**src/hdl/rpc_phy_cfg.svh**
```systemverilog
`ifndef RPC_PHY_CFG_SVH
`define RPC_PHY_CFG_SVH

// One DRAM word and the slices it is cut into on the DB bus
`define RPC_WORD_W 256
`define RPC_SLICE_W 32
`define RPC_HALF_W 16
`define RPC_SLICES 8

// Both write masks side by side
`define RPC_MASK_W 64

// Command fields
// The burst is the field value plus one word
`define RPC_OP_LSB 28
`define RPC_OP_W 4
`define RPC_BL_LSB 24
`define RPC_BL_W 3

// Idle cycles between command and read window
`define RPC_RD_LATENCY 4

`endif

```
**src/hdl/rpc_phy_pkg.sv**
```systemverilog
`include "rpc_phy_cfg.svh"

package rpc_phy_pkg;

  // Width-named payload types
  typedef logic [`RPC_WORD_W-1:0] word_t;
  typedef logic [`RPC_SLICE_W-1:0] slice_t;
  typedef logic [`RPC_MASK_W-1:0] mask_t;
  typedef logic [$clog2(`RPC_SLICES)-1:0] slice_idx_t;

  // Opcode field of the command
  // Unknown codes act as NOP
  typedef enum logic [`RPC_OP_W-1:0] {
    OP_NOP = 4'h0,
    OP_WR  = 4'h1,
    OP_RD  = 4'h2
  } op_e;

  // Sequencer phases
  typedef enum logic [2:0] {
    IDLE,
    CMD,
    WR_MASK,
    WR_DATA,
    RD_WAIT,
    RD_DATA
  } phase_e;

  // Source of the shared DB bus
  typedef enum logic [1:0] {
    PL_CMD,
    PL_MASK,
    PL_DATA
  } payload_e;

endpackage

```
**src/hdl/rpc_seq_fsm.sv**
```systemverilog
`timescale 1ns/100ps

module rpc_seq_fsm (
  input  logic                  clk_0_i,
  input  logic                  rst_ni,
  input  logic                  cmd_valid_i,
  input  rpc_phy_pkg::op_e      op_i,
  input  logic                  dqs_i,
  input  logic                  mask_done_i,
  input  logic                  wait_done_i,
  input  logic                  word_done_i,
  input  logic                  last_word_i,
  output logic                  cmd_ready_o,
  output logic                  accept_o,
  output rpc_phy_pkg::phase_e   phase_o,
  output rpc_phy_pkg::payload_e payload_o,
  output logic                  slice_step_o,
  output logic                  data_ready_o,
  output logic                  cs_no_o,
  output logic                  stb_o,
  output logic                  db_oe_o,
  output logic                  db_ie_o
);

  rpc_phy_pkg::phase_e state_d, state_q;
  rpc_phy_pkg::op_e op_d, op_q;

  // Only an idle sequencer takes a command
  assign cmd_ready_o = (state_q == rpc_phy_pkg::IDLE);
  assign accept_o    = cmd_valid_i & cmd_ready_o;

  // Opcode is decoded once, when the command is taken
  always_comb begin
    case (op_i)
      rpc_phy_pkg::OP_WR: op_d = rpc_phy_pkg::OP_WR;
      rpc_phy_pkg::OP_RD: op_d = rpc_phy_pkg::OP_RD;
      default:            op_d = rpc_phy_pkg::OP_NOP;
    endcase
  end

  ////////////////////////////////////////////////////////////////////////////
  // Phase sequencing
  ////////////////////////////////////////////////////////////////////////////

  always_comb begin
    state_d = state_q;
    case (state_q)
      rpc_phy_pkg::IDLE: begin
        if (accept_o) begin
          state_d = rpc_phy_pkg::CMD;
        end
      end
      rpc_phy_pkg::CMD: begin
        // NOP ends right after its command cycle
        case (op_q)
          rpc_phy_pkg::OP_WR: state_d = rpc_phy_pkg::WR_MASK;
          rpc_phy_pkg::OP_RD: state_d = rpc_phy_pkg::RD_WAIT;
          default:            state_d = rpc_phy_pkg::IDLE;
        endcase
      end
      rpc_phy_pkg::WR_MASK: begin
        if (mask_done_i) begin
          state_d = rpc_phy_pkg::WR_DATA;
        end
      end
      rpc_phy_pkg::RD_WAIT: begin
        if (wait_done_i) begin
          state_d = rpc_phy_pkg::RD_DATA;
        end
      end
      rpc_phy_pkg::WR_DATA, rpc_phy_pkg::RD_DATA: begin
        // Leave on the eighth slice of the final word
        if (word_done_i && last_word_i) begin
          state_d = rpc_phy_pkg::IDLE;
        end
      end
      default: state_d = rpc_phy_pkg::IDLE;
    endcase
  end

  always_ff @(posedge clk_0_i or negedge rst_ni) begin
    if (!rst_ni) begin
      state_q <= rpc_phy_pkg::IDLE;
      op_q    <= rpc_phy_pkg::OP_NOP;
      cs_no_o <= 1'b1;
      stb_o   <= 1'b0;
      db_oe_o <= 1'b0;
      db_ie_o <= 1'b0;
    end else begin
      state_q <= state_d;
      if (accept_o) begin
        op_q <= op_d;
      end
      // Strobes follow the next phase so they line up with it
      cs_no_o <= (state_d == rpc_phy_pkg::IDLE);
      stb_o   <= (state_d == rpc_phy_pkg::CMD);
      db_oe_o <= (state_d == rpc_phy_pkg::CMD) || (state_d == rpc_phy_pkg::WR_MASK) ||
                 (state_d == rpc_phy_pkg::WR_DATA);
      db_ie_o <= (state_d == rpc_phy_pkg::RD_DATA);
    end
  end

  assign phase_o = state_q;

  // DB source per phase
  // The command register shows while idle
  always_comb begin
    case (state_q)
      rpc_phy_pkg::WR_MASK: payload_o = rpc_phy_pkg::PL_MASK;
      rpc_phy_pkg::WR_DATA: payload_o = rpc_phy_pkg::PL_DATA;
      default:              payload_o = rpc_phy_pkg::PL_CMD;
    endcase
  end

  // Writes step every cycle and reads only on a strobe
  assign slice_step_o = (state_q == rpc_phy_pkg::WR_DATA) ||
                        ((state_q == rpc_phy_pkg::RD_DATA) && dqs_i);

  // Ask for the next word one cycle before it is needed
  assign data_ready_o = ((state_q == rpc_phy_pkg::WR_MASK) && mask_done_i) ||
                        ((state_q == rpc_phy_pkg::WR_DATA) && word_done_i && !last_word_i);

endmodule

```
**src/hdl/rpc_burst_timer.sv**
```systemverilog
`timescale 1ns/100ps
`include "rpc_phy_cfg.svh"

module rpc_burst_timer (
  input  logic                    clk_0_i,
  input  logic                    rst_ni,
  input  logic                    accept_i,
  input  logic [`RPC_BL_W-1:0]    burst_i,
  input  rpc_phy_pkg::phase_e     phase_i,
  input  logic                    slice_step_i,
  output rpc_phy_pkg::slice_idx_t slice_idx_o,
  output logic                    mask_done_o,
  output logic                    wait_done_o,
  output logic                    word_done_o,
  output logic                    last_word_o
);

  localparam int wait_w = $clog2(`RPC_RD_LATENCY + 1);

  logic                    mask_cnt_q;
  logic [wait_w-1:0]       wait_cnt_q;
  rpc_phy_pkg::slice_idx_t slice_idx_q;
  // Words still to go after the current one
  logic [`RPC_BL_W-1:0]    words_left_q;

  always_ff @(posedge clk_0_i or negedge rst_ni) begin
    if (!rst_ni) begin
      mask_cnt_q   <= 1'b0;
      wait_cnt_q   <= '0;
      slice_idx_q  <= '0;
      words_left_q <= '0;
    end else if (accept_i) begin
      mask_cnt_q   <= 1'b0;
      wait_cnt_q   <= '0;
      slice_idx_q  <= '0;
      words_left_q <= burst_i;
    end else begin
      if (phase_i == rpc_phy_pkg::WR_MASK) begin
        mask_cnt_q <= ~mask_cnt_q;
      end
      if (phase_i == rpc_phy_pkg::RD_WAIT) begin
        wait_cnt_q <= wait_cnt_q + 1'b1;
      end
      if (slice_step_i) begin
        // Wraps to lane 0 after the eighth slice
        slice_idx_q <= slice_idx_q + 1'b1;
      end
      if (word_done_o && !last_word_o) begin
        words_left_q <= words_left_q - 1'b1;
      end
    end
  end

  assign slice_idx_o = slice_idx_q;
  assign mask_done_o = (phase_i == rpc_phy_pkg::WR_MASK) && mask_cnt_q;
  assign wait_done_o = (phase_i == rpc_phy_pkg::RD_WAIT) &&
                       (wait_cnt_q == wait_w'(`RPC_RD_LATENCY - 1));
  assign word_done_o = slice_step_i &&
                       (slice_idx_q == rpc_phy_pkg::slice_idx_t'(`RPC_SLICES - 1));
  assign last_word_o = (words_left_q == '0);

endmodule

```
**src/hdl/rpc_tx_mux.sv**
```systemverilog
`timescale 1ns/100ps
`include "rpc_phy_cfg.svh"

module rpc_tx_mux (
  input  logic                    clk_0_i,
  input  logic                    rst_ni,
  input  logic                    accept_i,
  input  logic                    data_take_i,
  input  rpc_phy_pkg::slice_t     cmd_i,
  input  rpc_phy_pkg::mask_t      mask_i,
  input  rpc_phy_pkg::word_t      data_i,
  input  rpc_phy_pkg::payload_e   payload_i,
  input  rpc_phy_pkg::phase_e     phase_i,
  input  rpc_phy_pkg::slice_idx_t slice_idx_i,
  output rpc_phy_pkg::slice_t     db_o
);

  rpc_phy_pkg::slice_t cmd_q;
  rpc_phy_pkg::mask_t  mask_q;
  // Pipeline stage between the word source and the DB bus
  rpc_phy_pkg::word_t  data_q;
  logic                mask_sel_q;
  rpc_phy_pkg::slice_t mask_slice;
  rpc_phy_pkg::slice_t data_slice;

  // First DDR half goes in the upper bits of the slice
  function automatic rpc_phy_pkg::slice_t half_swap(input rpc_phy_pkg::slice_t s);
    half_swap = {s[`RPC_HALF_W-1:0], s[`RPC_SLICE_W-1:`RPC_HALF_W]};
  endfunction

  ////////////////////////////////////////////////////////////////////////////
  // Payload registers
  ////////////////////////////////////////////////////////////////////////////

  always_ff @(posedge clk_0_i or negedge rst_ni) begin
    if (!rst_ni) begin
      cmd_q      <= '0;
      mask_sel_q <= 1'b0;
    end else if (accept_i) begin
      cmd_q      <= cmd_i;
      mask_sel_q <= 1'b0;
    end else if (phase_i == rpc_phy_pkg::WR_MASK) begin
      // Second mask pair on the next cycle
      mask_sel_q <= ~mask_sel_q;
    end
  end

  always_ff @(posedge clk_0_i) begin
    if (accept_i) begin
      mask_q <= mask_i;
    end
    if (data_take_i) begin
      data_q <= data_i;
    end
  end

  // Mask pair 0 covers bits 31:0, pair 1 bits 63:32
  assign mask_slice = half_swap(mask_q[mask_sel_q*`RPC_SLICE_W +: `RPC_SLICE_W]);
  assign data_slice = half_swap(data_q[slice_idx_i*`RPC_SLICE_W +: `RPC_SLICE_W]);

  always_comb begin
    case (payload_i)
      rpc_phy_pkg::PL_MASK: db_o = mask_slice;
      rpc_phy_pkg::PL_DATA: db_o = data_slice;
      default:              db_o = cmd_q;
    endcase
  end

endmodule

```
**src/hdl/rpc_rx_assembler.sv**
```systemverilog
`timescale 1ns/100ps
`include "rpc_phy_cfg.svh"

module rpc_rx_assembler (
  input  logic                    clk_0_i,
  input  logic                    rst_ni,
  input  logic                    capture_i,
  input  rpc_phy_pkg::slice_idx_t slice_idx_i,
  input  logic                    word_done_i,
  input  logic                    last_word_i,
  input  rpc_phy_pkg::slice_t     db_i,
  output rpc_phy_pkg::word_t      data_o,
  output logic                    data_valid_o,
  output logic                    data_last_o
);

  rpc_phy_pkg::word_t data_q;
  logic               valid_q;
  logic               last_q;
  logic               word_end;

  // Eighth slice of a word arrives in this cycle
  assign word_end = capture_i & word_done_i;

  ////////////////////////////////////////////////////////////////////////////
  // Slice packing
  ////////////////////////////////////////////////////////////////////////////

  always_ff @(posedge clk_0_i or negedge rst_ni) begin
    if (!rst_ni) begin
      data_q <= '0;
    end else if (capture_i) begin
      // Slices land raw so lane s holds bits 32s+31 down to 32s
      data_q[slice_idx_i*`RPC_SLICE_W +: `RPC_SLICE_W] <= db_i;
    end
  end

  // Valid and last come out with the full word
  always_ff @(posedge clk_0_i or negedge rst_ni) begin
    if (!rst_ni) begin
      valid_q <= 1'b0;
      last_q  <= 1'b0;
    end else begin
      valid_q <= word_end;
      last_q  <= word_end & last_word_i;
    end
  end

  assign data_o       = data_q;
  assign data_valid_o = valid_q;
  assign data_last_o  = last_q;

endmodule

```
**src/hdl/rpc_phy.sv**
```systemverilog
`timescale 1ns/100ps
`include "rpc_phy_cfg.svh"

module rpc_phy (
  input  logic                clk_0_i,
  input  logic                rst_ni,
  input  rpc_phy_pkg::slice_t cmd_i,
  input  logic                cmd_valid_i,
  output logic                cmd_ready_o,
  input  rpc_phy_pkg::word_t  data_i,
  input  rpc_phy_pkg::mask_t  mask_i,
  output logic                data_ready_o,
  output rpc_phy_pkg::word_t  data_o,
  output logic                data_valid_o,
  output logic                data_last_o,
  output logic                cs_no_o,
  output logic                stb_o,
  output logic                db_oe_o,
  output logic                db_ie_o,
  output rpc_phy_pkg::slice_t db_o,
  input  logic                dqs_i,
  input  rpc_phy_pkg::slice_t db_i
);

  rpc_phy_pkg::op_e        op;
  logic [`RPC_BL_W-1:0]    burst;
  logic                    accept;
  rpc_phy_pkg::phase_e     phase;
  rpc_phy_pkg::payload_e   payload;
  logic                    slice_step;
  logic                    capture;
  rpc_phy_pkg::slice_idx_t slice_idx;
  logic                    mask_done;
  logic                    wait_done;
  logic                    word_done;
  logic                    last_word;

  // Command fields
  assign op    = rpc_phy_pkg::op_e'(cmd_i[`RPC_OP_LSB +: `RPC_OP_W]);
  assign burst = cmd_i[`RPC_BL_LSB +: `RPC_BL_W];

  // Slice steps only reach the assembler during a read
  assign capture = slice_step & (phase == rpc_phy_pkg::RD_DATA);

  rpc_seq_fsm i_seq_fsm (
    .clk_0_i      (clk_0_i),
    .rst_ni       (rst_ni),
    .cmd_valid_i  (cmd_valid_i),
    .op_i         (op),
    .dqs_i        (dqs_i),
    .mask_done_i  (mask_done),
    .wait_done_i  (wait_done),
    .word_done_i  (word_done),
    .last_word_i  (last_word),
    .cmd_ready_o  (cmd_ready_o),
    .accept_o     (accept),
    .phase_o      (phase),
    .payload_o    (payload),
    .slice_step_o (slice_step),
    .data_ready_o (data_ready_o),
    .cs_no_o      (cs_no_o),
    .stb_o        (stb_o),
    .db_oe_o      (db_oe_o),
    .db_ie_o      (db_ie_o)
  );

  rpc_burst_timer i_burst_timer (
    .clk_0_i      (clk_0_i),
    .rst_ni       (rst_ni),
    .accept_i     (accept),
    .burst_i      (burst),
    .phase_i      (phase),
    .slice_step_i (slice_step),
    .slice_idx_o  (slice_idx),
    .mask_done_o  (mask_done),
    .wait_done_o  (wait_done),
    .word_done_o  (word_done),
    .last_word_o  (last_word)
  );

  rpc_tx_mux i_tx_mux (
    .clk_0_i     (clk_0_i),
    .rst_ni      (rst_ni),
    .accept_i    (accept),
    .data_take_i (data_ready_o),
    .cmd_i       (cmd_i),
    .mask_i      (mask_i),
    .data_i      (data_i),
    .payload_i   (payload),
    .phase_i     (phase),
    .slice_idx_i (slice_idx),
    .db_o        (db_o)
  );

  rpc_rx_assembler i_rx_assembler (
    .clk_0_i      (clk_0_i),
    .rst_ni       (rst_ni),
    .capture_i    (capture),
    .slice_idx_i  (slice_idx),
    .word_done_i  (word_done),
    .last_word_i  (last_word),
    .db_i         (db_i),
    .data_o       (data_o),
    .data_valid_o (data_valid_o),
    .data_last_o  (data_last_o)
  );

endmodule

```
**config.mk**
```make
export PLATFORM = sky130hd
export DESIGN_NAME = rpc_phy
export DESIGN_NICKNAME = d
export VERILOG_FILES = /design/src/hdl/rpc_phy_pkg.sv /design/src/hdl/rpc_seq_fsm.sv /design/src/hdl/rpc_burst_timer.sv /design/src/hdl/rpc_tx_mux.sv /design/src/hdl/rpc_rx_assembler.sv /design/src/hdl/rpc_phy.sv
export VERILOG_INCLUDE_DIRS = /design/src /design/src/hdl
export SDC_FILE = /design/constraint.sdc
export NUM_CORES = 1
export LEC_CHECK = 0
export ABC_CLOCK_PERIOD_IN_PS = 22700
export BUFFER_PORTS_ARGS = -buffer_cell sky130_fd_sc_hd__buf_4
export CORE_AREA = 2 2 266 268
export CTS_CLUSTER_DIAMETER = 30
export DETAILED_ROUTE_END_ITERATION = 8
export DIE_AREA = 0 0 268 270
export GPL_ROUTABILITY_DRIVEN = 0
export GPL_TIMING_DRIVEN = 0
export SLEW_MARGIN = 20
export SYNTH_ARGS = -nofsm -noshare
export SYNTH_HDL_FRONTEND = slang
export SYNTH_SLANG_ARGS = --single-unit
export TNS_END_PERCENT = 10
```
**constraint.sdc**
```tcl
create_clock -name clk_0_i -period 22.7 [get_ports clk_0_i]
set_input_delay 2.27 -clock clk_0_i [delete_from_list [all_inputs] [get_ports clk_0_i]]
set_output_delay 2.27 -clock clk_0_i [all_outputs]
set_load 0.02 [all_outputs]
```
== Yosys cells after proc, flatten, opt, wreduce, memory -nomap -nowiden ==
Index checks and enable logic that the tools add are counted.

* Word-level logic and storage cells: 90
* Flip-flop bits (word level): 632
* Output and inout port bits: 296

* Add/sub/neg operators: 4
* Bitwise gates (word level): 6
* Multiplexer cells: 20
* Equality and inequality tests: 17
* Reduce and logical (&&, ||, !) cells: 22
* Shifts and indexed selects: 4

{| class="wikitable"
|+ Operator list
! kind !! count
|-
| bitwise mux 256 bit || 1
|-
| variable shift 32 x 34 -> 256 bit, first input constant || 1
|-
| variable part select 256 x 9 -> 32 bit || 1
|-
| variable part select 32 x 34 -> 256 bit || 1
|-
| one-hot mux 32 bit (2 select lines) || 1
|-
| variable part select 64 x 7 -> 32 bit || 1
|-
| negator 8 -> 34 bit || 1
|-
| 2-to-1 mux 3 bit || 10
|-
| equality test 3 x 2 -> 1 bit, second input constant || 5
|-
| one-hot mux 3 bit (5 select lines) || 1
|-
| equality test 3 bit, second input constant || 4
|-
| logical AND 1 bit || 9
|-
| zero test 3 bit || 3
|-
| equality test 4 x 1 -> 1 bit, second input constant || 2
|-
| equality test 4 x 2 -> 1 bit, second input constant || 2
|-
| one-hot mux 2 bit (2 select lines) || 2
|-
| nonzero test 2 bit || 4
|-
| adder 3 x 1 -> 3 bit, second input constant || 2
|-
| equality test 3 x 1 -> 1 bit, second input constant || 2
|-
| one-hot mux 3 bit (2 select lines) || 1
|-
| bitwise AND 1 bit || 4
|-
| logical OR 1 bit || 4
|-
| 2-to-1 mux 1 bit || 4
|-
| subtractor 3 x 1 -> 3 bit, second input constant || 1
|-
| other kinds (5) || 6
|}

== Depth between registers and ports, before layout ==
* Word-level depth: 10
* Gate-level depth with buffers: 11
* Depth with buffers taken out: 7

== Modules after synthesis ==
A second synthesis with hierarchy kept.

* Cell total of the unflattened synthesis: 1658
* Area total of the unflattened synthesis: 25833.5 um^2

{| class="wikitable"
|+ Modules (own cells, without submodules)
! module !! seq. area each (um^2) !! times used !! cells an instance !! area each (um^2)
|-
| rpc_tx_mux || 10435.0 || 1 || 766 || 14061.0
|-
| rpc_rx_assembler || 6456.2 || 1 || 793 || 10727.8
|-
| rpc_burst_timer || 250.2 || 1 || 52 || 551.8
|-
| rpc_seq_fsm || 226.5 || 1 || 46 || 483.0
|-
| rpc_phy || 0.0 || 1 || 1 || 10.0
|}

== Least setup slack after synthesis ==
OpenSTA, ideal clock, no wires.

* Kind: input port to output port
* Start point: input dqs_i
* End point: output data_ready_o
* Setup slack: 4913 ps
* Cell stages on the path: 4
* Data arrival time: 15517 ps
* Data required time: 20430 ps
* Path buffers: 1
* Path through: and4b_1 -> buf_4 -> o221ai_2 -> o22ai_1

* Word-level cells in the longest chain between the ends: 6

{| class="wikitable"
|+ RTL lines
! element !! line !! text
|-
| from (decl) || rpc_phy.sv:21 || <nowiki>input logic dqs_i,</nowiki>
|-
| logical AND 1 bit || rpc_seq_fsm.sv:117 || <nowiki>((state_q == rpc_phy_pkg::RD_DATA) && dqs_i);</nowiki>
|-
| logical OR 1 bit || rpc_seq_fsm.sv:116 || <nowiki>assign slice_step_o = (state_q == rpc_phy_pkg::WR_DATA) ||</nowiki>
|-
| logical AND 1 bit || rpc_burst_timer.sv:58 || <nowiki>assign word_done_o = slice_step_i &&</nowiki>
|-
| logical AND 1 bit (2 in series) || rpc_seq_fsm.sv:121 || <nowiki>((state_q == rpc_phy_pkg::WR_DATA) && word_done_i && !last_word_i);</nowiki>
|-
| logical OR 1 bit || rpc_seq_fsm.sv:120 || <nowiki>assign data_ready_o = ((state_q == rpc_phy_pkg::WR_MASK) && mask_done_i) ||</nowiki>
|-
| to (decl) || rpc_phy.sv:12 || <nowiki>output logic data_ready_o,</nowiki>
|}

No other way between the ends.

== Final worst setup path ==
* Start point: register i_seq_fsm.state_q[2] (netlist: i_seq_fsm.phase_o[2])
* End point: output db_o[2]

* Word-level cells in the longest chain between the ends: 4
* Elaborated cells on any way between the ends: 6
* Those cells by class: 4 x eq/ne; 2 x mux

{| class="wikitable"
|+ RTL lines
! element !! line !! text
|-
| from (decl) || rpc_seq_fsm.sv:25 || <nowiki>rpc_phy_pkg::phase_e state_d, state_q;</nowiki>
|-
| from (signal assigned) || rpc_seq_fsm.sv:83 || <nowiki>state_q <= rpc_phy_pkg::IDLE;</nowiki>
|-
| from (signal assigned) || rpc_seq_fsm.sv:90 || <nowiki>state_q <= state_d;</nowiki>
|-
| equality test 3 x 2 -> 1 bit || rpc_seq_fsm.sv:108 || <nowiki>case (state_q)</nowiki>
|-
| one-hot mux 2 bit (2 select lines) * || rpc_seq_fsm.sv:108 ||
|-
| equality test 2 bit or equality test 2 x 1 -> 1 bit (tied branches) || rpc_tx_mux.sv:62 || <nowiki>case (payload_i)</nowiki>
|-
| one-hot mux 32 bit (2 select lines) * || rpc_tx_mux.sv:62 ||
|-
| to (decl) || rpc_phy.sv:20 || <nowiki>output rpc_phy_pkg::slice_t db_o,</nowiki>
|}

Every way passes the cells marked *; elsewhere a longest branch is shown, timed or not.

==> results.ini <==
[logic_synthesis]
ys_warn_count = 0
post_synth_inst_count = 1429
ys_dominant_reg_cell = sky130_fd_sc_hd__edfxtp_1
syn_nets = 1829
yosysSeqAreaShare_pct = 69.7
synth_cell_type_count = 48
post_synth.cell_area_avg_um2 = 17.4
mappedNetlistArea_um2 = 24900
synth_enable_flop_cells = 320
async_reset_ff_share_pct = 49.2
ys_ff_latch = 630

[power]
net-switching-power_mw = 1.36
switching_share_pct = 29.4
leakage_nw = 16.6
cell_internal_power_dissipation_mw = 3.28
power_density_of_the_placed_cells_nw_per_um2 = 127
share_comb_of_total_power_pct = 25.3
pwr-share-seq_pct = 31.7
clock_power_share_pct = 43.1
irDropWorstVdd_v = 0.0000801
total_power_mw = 4.64

[placed_design]
dp_hpwl_mm = 59.7
dpl_cell_area_um2 = 31700
port_buffers = 683

[min_path]
hold_path_class = reg2reg
hp-start = i_tx_mux.cmd_q[30]

[floorplanning]
floorplan.initialDensity_pct = 35.8
chipHeight_um = 270
boundary_pins = 684
floorplan.core_area_um2 = 69500
die_w_um = 268
floorplan.die_area_um2 = 72400
placement_rows = 97

[timing]
timing.hold.ws_ps = 476
final_max_slew_viol_count = 0
post_route_clock_period_utilization_pct = 29.7
timing_worst_slew_pin_value_ps = 1020
slew-limit-headroom_pct = 31.9
final_period_minus_worst_setup_slack_ps = 6750
timing_hold_violations_final = 0
setup_viol = 0
setup_repair_after_global_routing_missed_its_margin = false
largest_clock_skew_in_the_final_design_ps = 38.9
maxClockFrequency_mhz = 148

[clocking]
clk-insertion-delay-late_ps = 690
tritoncts = built
post_cts_resized = 0
cts_max_path_buffers = 3
clk_transition_reported_paths_ps = 40
numClockSinks = 630
cts_hold_buf = 0
cts_post_setup_buffers_inserted = 0
clockRootBuffer = sky130_fd_sc_hd__clkbuf_16
htree_num_levels = 4
numCtsBuffers = 137

[detailed_routing]
detail_route.wl_per_cell_um = 24.0
remaining_drc_errors = 0
ant_nets = 0
drt_wl_total_mm = 79.8
firstDrtPassIters = 5
drt-vias-per-instance = 4.83
number_of_violations_reported_at_the_end_of_detailed_routing_iteration_0 = 1048
route.vias.total = 16000

[worst_setup_path]
cpMaxStageDelayCell = sky130_fd_sc_hd__nor3b_1
cpMostUsedCell = sky130_fd_sc_hd__clkbuf_1
crit_path_max_fanout = 10
largest_stage_delay_worst_path_ps = 870
worst-endpoint-required_ps = 20430
cp-start-kind = flop
critical_path.cell_chain = buf_2 -> nand2b_1 -> nor2_1 -> inv_1 -> ha_1 -> clkbuf_1 -> nor3b_1 -> clkbuf_1 -> a221o_1 -> buf_4
critical_path.startpoint = i_seq_fsm.phase_o[2]
timing.critical_path.to_type = output pin
worst-setup-path-type = reg2out
endpoint_arrival_time_on_the_critical_path_ps = 4480
critical_path.reg2reg.startpoint = i_burst_timer.slice_idx_o[1]

[global_routing]
grt_pass1_wl_mm = 116
globalRouteMet1Util_pct = 24.8
grt_start_max_net_pins = 99
initial_antenna_violation_count = 6
grt_busiest_layer = met2
grtUsageMet2_pct = 38.9
via_count_of_the_first_global_routing_pass = 17500
grt_util_all_layers_pct = 22.2
global_route.overflow_total = 0
grt.met3_usage_pct = 8.44

[cells_and_area]
syn2layout_area_growth_pct = 46.2
drive_above_1_share_pct = 47.2
final_nets = 2668
stdcell_area_um2 = 36400

[flow_run]
drv.max_cap_violation_count = 0

[run_status]
run_status = complete, no violations

-- cell families (layout without fill, tap and decap cells) --
family | count (synthesis) | in the layout | share of synthesized area (%)
muxes | 353 | 353 | 19.1
adders and majority gates | 12 | 12 | 0.603
DFF | 630 | 630 | 69.7
other | 0 | 2 | 0
and+or+nand+nor | 248 | 248 | 5.19
xor gates and xnor gates | 3 | 3 | 0.106
buffers and inverters | 98 | 1046 | 2.26
AOI/OAI and AO/OA | 85 | 85 | 2.99
-- critical path, delay by kind of cell (launching register included) --
family                   cells  cell delay, ps
buffers and inverters        5            1440
AND/OR/NAND/NOR              3            1370
flip-flops                   1             390
AO/OA/AOI/OAI                1             310
adder cells (fa/ha/maj)      1             290
-- through the flow --
step	setup WS [ps]	utilization [%]	TNS [ps]	std cells
final	15950	52.4	0	3319
after global placement	-1180	44.9	-1180	3052
after floorplan	4910	-	0	1429
after detailed placement	16060	45.6	0	3069
after global routing	15590	52.4	0	3319
after CTS	15750	52.3	0	3317
-- final cells by class --
cell class                      instances  area, um2
Sequential cell                       630      17400
Multi-Input combinational cell        701       7000
Buffer                                 83        507
Inverter                               15       56.3
Tap cell                              940       1180
Antenna cell                            2       5.00
Timing Repair Buffer                  700       5600
Clock inverter                         76        947
Clock buffer                          172       3760
Fill cell                            5803      33100
-- power by group through the flow --
stage / Sequential [mW] / Clock [mW] / Combinational, mW
3_3_place_gp: 1.58 / 0 / 1.12
6_report: 1.47 / 2.00 / 1.17
3_5_place_dp: 1.49 / 0 / 1.19
4_1_cts: 1.47 / 2.03 / 1.19
2_1_floorplan: 1.56 / 0 / 0.653
5_1_grt: 1.48 / 2.10 / 1.26
-- cells in the final DEF, fill, tap and decap left out, drive strengths merged, types with 2 or more instances in the layout --
master	Yosys	final
o21ai	6	6
mux4	64	64
and4b	2	2
inv	15	26
a221o	32	32
bufinv	0	16
o22ai	2	2
dfrtp	309	309
mux2	288	288
nor2	12	12
nor3	6	6
nor2b	2	2
nand2	104	104
o211ai	3	3
nand2b	2	2
nand4b	3	3
and2	98	98
nor3b	4	4
a22o	32	32
a21oi	3	3
buf	50	750
ha	12	12
nand3	7	7
or4	2	2
clkbuf	33	205
xnor2	3	3
clkinvlp	0	10
clkinv	0	39
and3	3	3
edfxtp	320	320
diode	0	2
-- path summary, 6_finish.rpt --
| kind | to | slack (ps) | cells after the start |
|---|---|---|---|
| setup / recovery | db_o[2] | 15950 | 10 |
| hold / removal | i_tx_mux.cmd_q[30] | 480 | 2 |
| setup reg to reg | i_rx_assembler.data_o[22] | 18970 | 9 |
| hold reg to reg | i_tx_mux.cmd_q[30] | 480 | 2 |
| max in group asynchronous | i_tx_mux.cmd_q[3] | 19890 | 3 |
| min in group asynchronous | i_rx_assembler.data_o[72] | 1480 | 1 |
-- routing by layer --
| layer | wire, um | up-vias |
|---|---|---|
| li1 | - | 7124 |
| met1 | 29600 | 8110 |
| met2 | 41200 | 668 |
| met3 | 7100 | 136 |
| met4 | 1890 | 6 |
| met5 | 44 | - |
-- synth_stat cells, types with 3 or more instances --
master / count / area share (%)
sky130_fd_sc_hd__a22o_1: 32 / 1.1
sky130_fd_sc_hd__dfrtp_1: 309 / 31
sky130_fd_sc_hd__buf_4: 5 / 0.15
sky130_fd_sc_hd__buf_12: 4 / 0.32
sky130_fd_sc_hd__nand2_1: 104 / 1.6
sky130_fd_sc_hd__buf_1: 3 / 0.045
sky130_fd_sc_hd__o21ai_0: 6 / 0.12
sky130_fd_sc_hd__xnor2_1: 3 / 0.11
sky130_fd_sc_hd__a21oi_1: 3 / 0.060
sky130_fd_sc_hd__edfxtp_1: 320 / 39
sky130_fd_sc_hd__nor3_1: 4 / 0.080
sky130_fd_sc_hd__mux2_2: 94 / 4.2
sky130_fd_sc_hd__and3_1: 3 / 0.075
sky130_fd_sc_hd__and2_1: 98 / 2.5
sky130_fd_sc_hd__mux4_2: 46 / 4.2
sky130_fd_sc_hd__nand3_1: 7 / 0.14
sky130_fd_sc_hd__o211ai_1: 3 / 0.090
sky130_fd_sc_hd__buf_2: 28 / 0.56
sky130_fd_sc_hd__inv_1: 14 / 0.21
sky130_fd_sc_hd__buf_6: 10 / 0.45
sky130_fd_sc_hd__nor2_1: 12 / 0.18
sky130_fd_sc_hd__clkbuf_1: 33 / 0.50
sky130_fd_sc_hd__mux4_1: 18 / 1.9
sky130_fd_sc_hd__nand4b_1: 3 / 0.11
sky130_fd_sc_hd__a221o_1: 32 / 1.3
sky130_fd_sc_hd__ha_1: 12 / 0.60
sky130_fd_sc_hd__mux2_1: 194 / 8.8
-- sequential cells by signal, indices dropped and copies added, names as in the netlist, 2 cells and up --
name,count
i_tx_mux.cmd_q,32
i_tx_mux.mask_q,64
i_burst_timer.slice_idx_o,3
i_burst_timer.wait_cnt_q,3
i_tx_mux.data_q,256
i_seq_fsm.op_q,2
i_seq_fsm.phase_o,3
i_rx_assembler.data_o,256
i_burst_timer.words_left_q,3
Note: power is estimated with default switching activity, not from simulation.
